## src/source/fm_pkg.sv

```systemverilog
`default_nettype none

package fm_pkg;

        typedef logic [9:0] phase_t;
        typedef logic [9:0] att_t;
        typedef logic [11:0] logsin_t;
        typedef logic [12:0] log_t;
        typedef logic [9:0] exp_t;
        typedef logic signed [12:0] sample_t;

        localparam real PI = 3.14159265358979323846;

        // Attenuation of a quarter-wave sample, in 1/256 octave steps.
        function automatic logsin_t logsin_value(input int idx);
                real angle;
                real level;
                angle = (real'(idx) + 0.5) * PI / 512.0;
                level = -($ln($sin(angle)) / $ln(2.0)) * 256.0;
                return logsin_t'($rtoi(level + 0.5));
        endfunction

        // Fractional part of the mantissa for one 1/256 octave step.
        function automatic exp_t exp_value(input int idx);
                real mant;
                mant = ($pow(2.0, real'(idx) / 256.0) - 1.0) * 1024.0;
                return exp_t'($rtoi(mant + 0.5));
        endfunction

endpackage

`default_nettype wire
```

## src/source/wb_operator_regs.sv

```systemverilog
`timescale 1ns/100ps
`default_nettype none

module wb_operator_regs
        import fm_pkg::*;
(
        input  wire logic        clk,
        input  wire logic        rst_n,
        input  wire logic        wb_cyc,
        input  wire logic        wb_stb,
        input  wire logic        wb_we,
        input  wire logic        wb_adr,
        input  wire logic [31:0] wb_dat_w,
        output logic [31:0]      wb_dat_r,
        output logic             wb_ack,
        output logic             in_valid,
        output phase_t           in_phase,
        output att_t             in_att,
        input  wire logic        out_valid,
        input  wire sample_t     out_sample
);

        logic request;
        logic launch;
        logic busy;
        logic [2:0] inflight;
        phase_t phase_r;
        att_t att_r;
        sample_t result_r;

        assign request = wb_cyc && wb_stb && !wb_ack;
        assign launch = request && wb_we && !wb_adr;
        assign busy = (inflight != 3'd0);

        assign in_phase = phase_r;
        assign in_att = att_r;

        always_ff @(posedge clk or negedge rst_n) begin
                if (!rst_n) begin
                        wb_ack <= 1'b0;
                        wb_dat_r <= 32'd0;
                        in_valid <= 1'b0;
                        phase_r <= '0;
                        att_r <= '0;
                end else begin
                        wb_ack <= request;
                        in_valid <= launch;
                        if (launch) begin
                                phase_r <= wb_dat_w[9:0];
                                att_r <= wb_dat_w[25:16];
                        end
                        if (request && !wb_we) begin
                                if (wb_adr)
                                        wb_dat_r <= {busy, 15'd0, {3{result_r[12]}}, result_r};
                                else
                                        wb_dat_r <= {6'd0, att_r, 6'd0, phase_r};
                        end
                end
        end

        // Counts samples between launch and completion; both may happen at once.
        always_ff @(posedge clk or negedge rst_n) begin
                if (!rst_n) begin
                        inflight <= 3'd0;
                        result_r <= '0;
                end else begin
                        inflight <= inflight + {2'b00, in_valid} - {2'b00, out_valid};
                        if (out_valid)
                                result_r <= out_sample;
                end
        end

endmodule

`default_nettype wire

```

## config.mk

```make
export PLATFORM = sky130hd
export DESIGN_NAME = wb_operator_regs
export DESIGN_NICKNAME = d
export VERILOG_FILES = /design/src/source/fm_pkg.sv /design/src/source/wb_operator_regs.sv
export SDC_FILE = /design/constraint.sdc
export NUM_CORES = 1
export LEC_CHECK = 0
export ABC_AREA = 1
export BUFFER_PORTS_ARGS = -buffer_cell sky130_fd_sc_hd__buf_2
export CORE_MARGIN = 3
export CORE_UTILIZATION = 52
export CTS_CLUSTER_SIZE = 28
export DETAILED_ROUTE_END_ITERATION = 8
export PLACE_DENSITY = 0.87
export SLEW_MARGIN = 5
export SYNTH_ARGS = -nofsm -noshare
export SYNTH_HDL_FRONTEND = slang
export SYNTH_SLANG_ARGS = --single-unit
```

## constraint.sdc

```tcl
create_clock -name clk -period 4.1 [get_ports clk]
set_input_delay 0.41 -clock clk [delete_from_list [all_inputs] [get_ports clk]]
set_output_delay 0.41 -clock clk [all_outputs]
set_load 0.01 [all_outputs]
```

After elaboration in Yosys (flattened, before gate mapping) --
Cells that the tools add are included. Widths: inputs -> output; s select.
Cells by class: $lt $le $gt $ge 0, reductions and logical operators 9, multiply operators 0, div/mod/pow operators 0, bitwise logic cells 0, equal/unequal tests 0, shift operators 0, $add $sub $neg 2, muxes and demuxes 1
Operators with widths (number):
- $mux 32 | 1
- $logic_and 1x1->1 | 5
- $add 3x1->3 | 1
- $logic_not 1->1 | 3
- $reduce_bool 3->1 | 1
- $sub 3x1->3 | 1
Word-level totals: bits in latches 0, register bits 70, input bits 52, memories kept 0, bits in writable memories 0, logic and storage cells 19, bits in read-only memories 0, output and inout port bits 54

Depth between registers and ports, before layout --
depth in word-level cells 4, mapped depth 9, gate-level depth less buffers 9

Worst setup path before layout --
No wires, ideal clock.
path type input-to-reg, from in out_valid, to reg inflight[1], path buffers 0, setup slack 2604 ps, arrival 1383 ps, required time 3986 ps, setup time 114 ps, stages on the path 6, cell sequence ha_1 -> inv_1 -> ha_1 -> inv_1 -> fa_1 -> inv_1
On the way: longest elaborated chain between the ends 1
Ends and longest elaborated chain:
- start: declaration | RTL line wb_operator_regs.sv:19 | input wire logic out_valid,
- $sub 3x1->3 | RTL line wb_operator_regs.sv:67 | inflight <= inflight + {2'b00, in_valid} - {2'b00, out_valid};
- end signal: assignment | RTL line wb_operator_regs.sv:67
- end: declaration | RTL line wb_operator_regs.sv:26 | logic [2:0] inflight;
No other way between the ends. A chain may end at the register's enable or synchronous reset.

Worst setup path in the final report --
from reg wb_ack, to reg phase_r[7], in the netlist in_phase[7]
On the way: longest elaborated chain between the ends 4
Ends and longest elaborated chain:
- start: declaration | RTL line wb_operator_regs.sv:15 | output logic wb_ack,
- start signal: assignment | RTL line wb_operator_regs.sv:46 | wb_ack <= request;
- $logic_not 1->1 | RTL line wb_operator_regs.sv:31 | assign request = wb_cyc && wb_stb && !wb_ack;
- $logic_and 1x1->1 | RTL line wb_operator_regs.sv:31
- $logic_and 1x1->1 (2 in a row) | RTL line wb_operator_regs.sv:32 | assign launch = request && wb_we && !wb_adr;
- end signal: assignment | RTL line wb_operator_regs.sv:49 | phase_r <= wb_dat_w[9:0];
- end: declaration | RTL line wb_operator_regs.sv:27 | phase_t phase_r;
No other way between the ends.

==> run summary <==
first-pass GRT wire length -> 10,500 µm
vias per cell -> 4.98
Die H -> 77.5 µm
clock buffer depth -> 2
die area -> 6000 µm²
Final TNS setup -> 0 ns
final design utilization -> 67.8%
Layout area overhead -> 23.0%
count leader, synth -> nand2_1
relative slew slack -> 47.6%
Post-CTS Hold Fix Bufs -> 0
PwrDens -> 526 nW/µm²
Cell Int Power -> 1.21 mW
CP Capture Type -> register
Iter 0 DRT Violations -> 118
synth top area cells -> dfrtp_1 (58%), nand2_1 (18%), nand3_1 (3.8%), nand4_1 (3.1%), buf_4 (2.8%)
Leakage -> 1.90 nW
clock share of power -> 32.3%
CTS tree -> done
antenna fix cells -> 0
startpoint types -> register
1st-pass router iterations -> 4
met3 GRT Util -> 5.22%
clk_lat worst skew -> 0.33 ns
PostCTS Resize Cnt -> 0
Sequential Power Share -> 46.7%
total vias in the final route -> 2,234
Max Cap Viol -> 0
Setup Crit Path Kind -> register to register
Clock Sinks -> 62
HPWL after DPL -> 3960 µm
Worst-path clk slew -> 0.07 ns
buffers added on ports -> 88
fill count -> 412
CTS root buffer -> clkbuf_8
Async SR Flop Fraction -> 100%
largest net degree at the start of global routing -> 63
Post-CTS Setup Inserts -> 0
Tmin final -> 2.16 ns
most used routing layer -> met2
Post-synth EDFFs -> 0
switching power -> 0.506 mW
final hold vios -> 0
H-tree levels -> 3
final global-route overflow total -> 0
Logic pwr share -> 21.0%
initial core utilization -> 55.1%
post-synth top area cell -> dfrtp_1
Synth Warn # -> 0
Max Fclk -> 462 MHz
Rows -> 25
share of cells above drive strength 1 -> 29.3%
Final nets -> 433
Num CTS Buffers -> 9
final-report max-slew violation count -> 0
setup violators final -> 0
Placer Congestion -> 0.746
Residual DRC -> 0
top cell type's share of synthesized area -> 58.4%
Tot GR Track Use -> 22.3%
Most used DFF post-synth -> dfrtp_1
Fin Clk Skew -> 0.00660 ns
CP Data Arrival Time -> 2.37 ns
wire length per cell after detailed routing -> 13.4 µm
CORE AREA -> 4820 µm²
PnR Total Power -> 1.72 mW
switch share -> 29.4%
Seq/Total Area, Yosys -> 58.4%
initial antenna violation count -> 0
Least-Margin Pin Slew -> 0.785 ns
Top Ports -> 106
Reg area -> 1550 µm²
Critical Path RT -> 4.31 ns
VDD IR max -> 0.000356 V
commonest cells in the netlist -> nand2_1 (124), dfrtp_1 (62), nand3_1 (20), inv_1 (16), nand4_1 (13)
Final Cycle Share -> 52.8%
Routed WL -> 6020 µm
status -> complete, no violations
Synth cell types -> 23
Post-Synthesis Cells -> 296
r2r setup slk -> 1.94 ns
syn avg cell area -> 8.97 µm²
cell area after synthesis -> 2660 µm²
Detail Route Antenna Nets -> 0
GRT met1 Usage -> 29.0%
met2 usage -> 35.5%
CP max FO -> 36
vias in the first global route -> 2,230
worst hold path class -> input port to asynchronous set/reset pin
Multi-input gate area -> 897 µm²
Synth Register Bits -> 62
Chip Width -> 77.5 µm
unrepaired setup endpoints after global routing -> no
[metal layers]
layer / wire length, µm / up-vias / share of wire, %
met3: 376 / 12 / 6.2
li1: - / 1083 / -
met2: 2950 / 79 / 49
met1: 2550 / 1060 / 42
met5: 0 / - / 0
met4: 151 / 0 / 2.5
[power by group through the flow]
stage	sequential, mW	clock (mW)	combinational, mW
4_1_cts	0.803	0.567	0.367
3_3_place_gp	0.807	0	0.350
5_1_grt	0.819	0.595	0.412
2_1_floorplan	0.844	0	0.177
3_5_place_dp	0.811	0	0.365
6_report	0.802	0.555	0.360
[placed cells by master, fill, tap and decap left out]
cell,n
nor3_1,1
o21ai_1,10
nand2_1,124
fa_1,1
o21ai_0,10
inv_2,2
conb_1,5
bufinv_16,2
clkbuf_1,1
ha_1,2
mux2_2,3
nor2_1,2
nor2_4,1
inv_1,16
nand2_2,1
dfrtp_1,62
a21oi_1,1
nand4_1,13
clkbuf_8,9
clkinv_2,3
xnor2_1,1
xor2_1,1
nand3_1,20
buf_4,3
buf_2,88
[cell families after synthesis]
| family | count (synthesis) | synth area share (%) |
|---|---|---|
| and+or+nand+nor | 162 | 25.5 |
| other | 1 | 0.141 |
| xor gates and xnor gates | 2 | 0.660 |
| buffers and inverters | 42 | 8.34 |
| adders and majority gates | 3 | 1.70 |
| DFF | 62 | 58.4 |
| AOI/OAI and AO/OA | 21 | 3.96 |
| muxes | 3 | 1.27 |
[final timing paths]
path,startpoint,end,cells past startpoint
setup reg to reg,wb_ack$_DFF_PN0_,in_phase[7]$_DFFE_PN0P_,4
setup / recovery,wb_ack$_DFF_PN0_,in_phase[7]$_DFFE_PN0P_,4
max in group asynchronous,rst_n,wb_dat_r[17]$_DFFE_PN0P_,2
min in group clk,out_sample[5],result_r[5]$_DFFE_PN0P_,3
hold / removal,rst_n,wb_dat_r[2]$_DFFE_PN0P_,2
hold reg to reg,wb_dat_r[20]$_DFFE_PN0P_,wb_dat_r[20]$_DFFE_PN0P_,2
[flip-flops by register name (all words and copies together) (netlist names)]
register and count:
in_valid 1, in_phase 10, in_att 10, wb_ack 1, result_r 13, inflight 3
wb_dat_r 24
[final cells by class]
type / instances / share of cell area (%)
Inverter: 18 / 2.07
Timing Repair Buffer: 91 / 14.2
Clock buffer: 10 / 3.91
Sequential cell: 62 / 47.5
Tap cell: 67 / 2.57
Clock inverter: 5 / 2.30
Multi-Input combinational cell: 196 / 27.5
[worst max-delay path: stages (launching register included)]
cell and delay, ns:
dfrtp_1 0.41, nor2_4 0.63, nand2_1 0.69, nand2_1 0.22
nand2_1 0.08
[stage by stage]
stage	cells	cell area, µm²	setup slack, ns	hold WS, ns
global route	449	3270	1.69	0.278
finish	449	3270	1.94	0.231
CTS	449	3270	1.92	0.253
detailed placement	434	3060	1.77	0.460
floorplan	300	2670	2.60	0.114
global placement	434	3060	1.81	0.456
No activity file was read; power rests on OpenSTA's default activity.
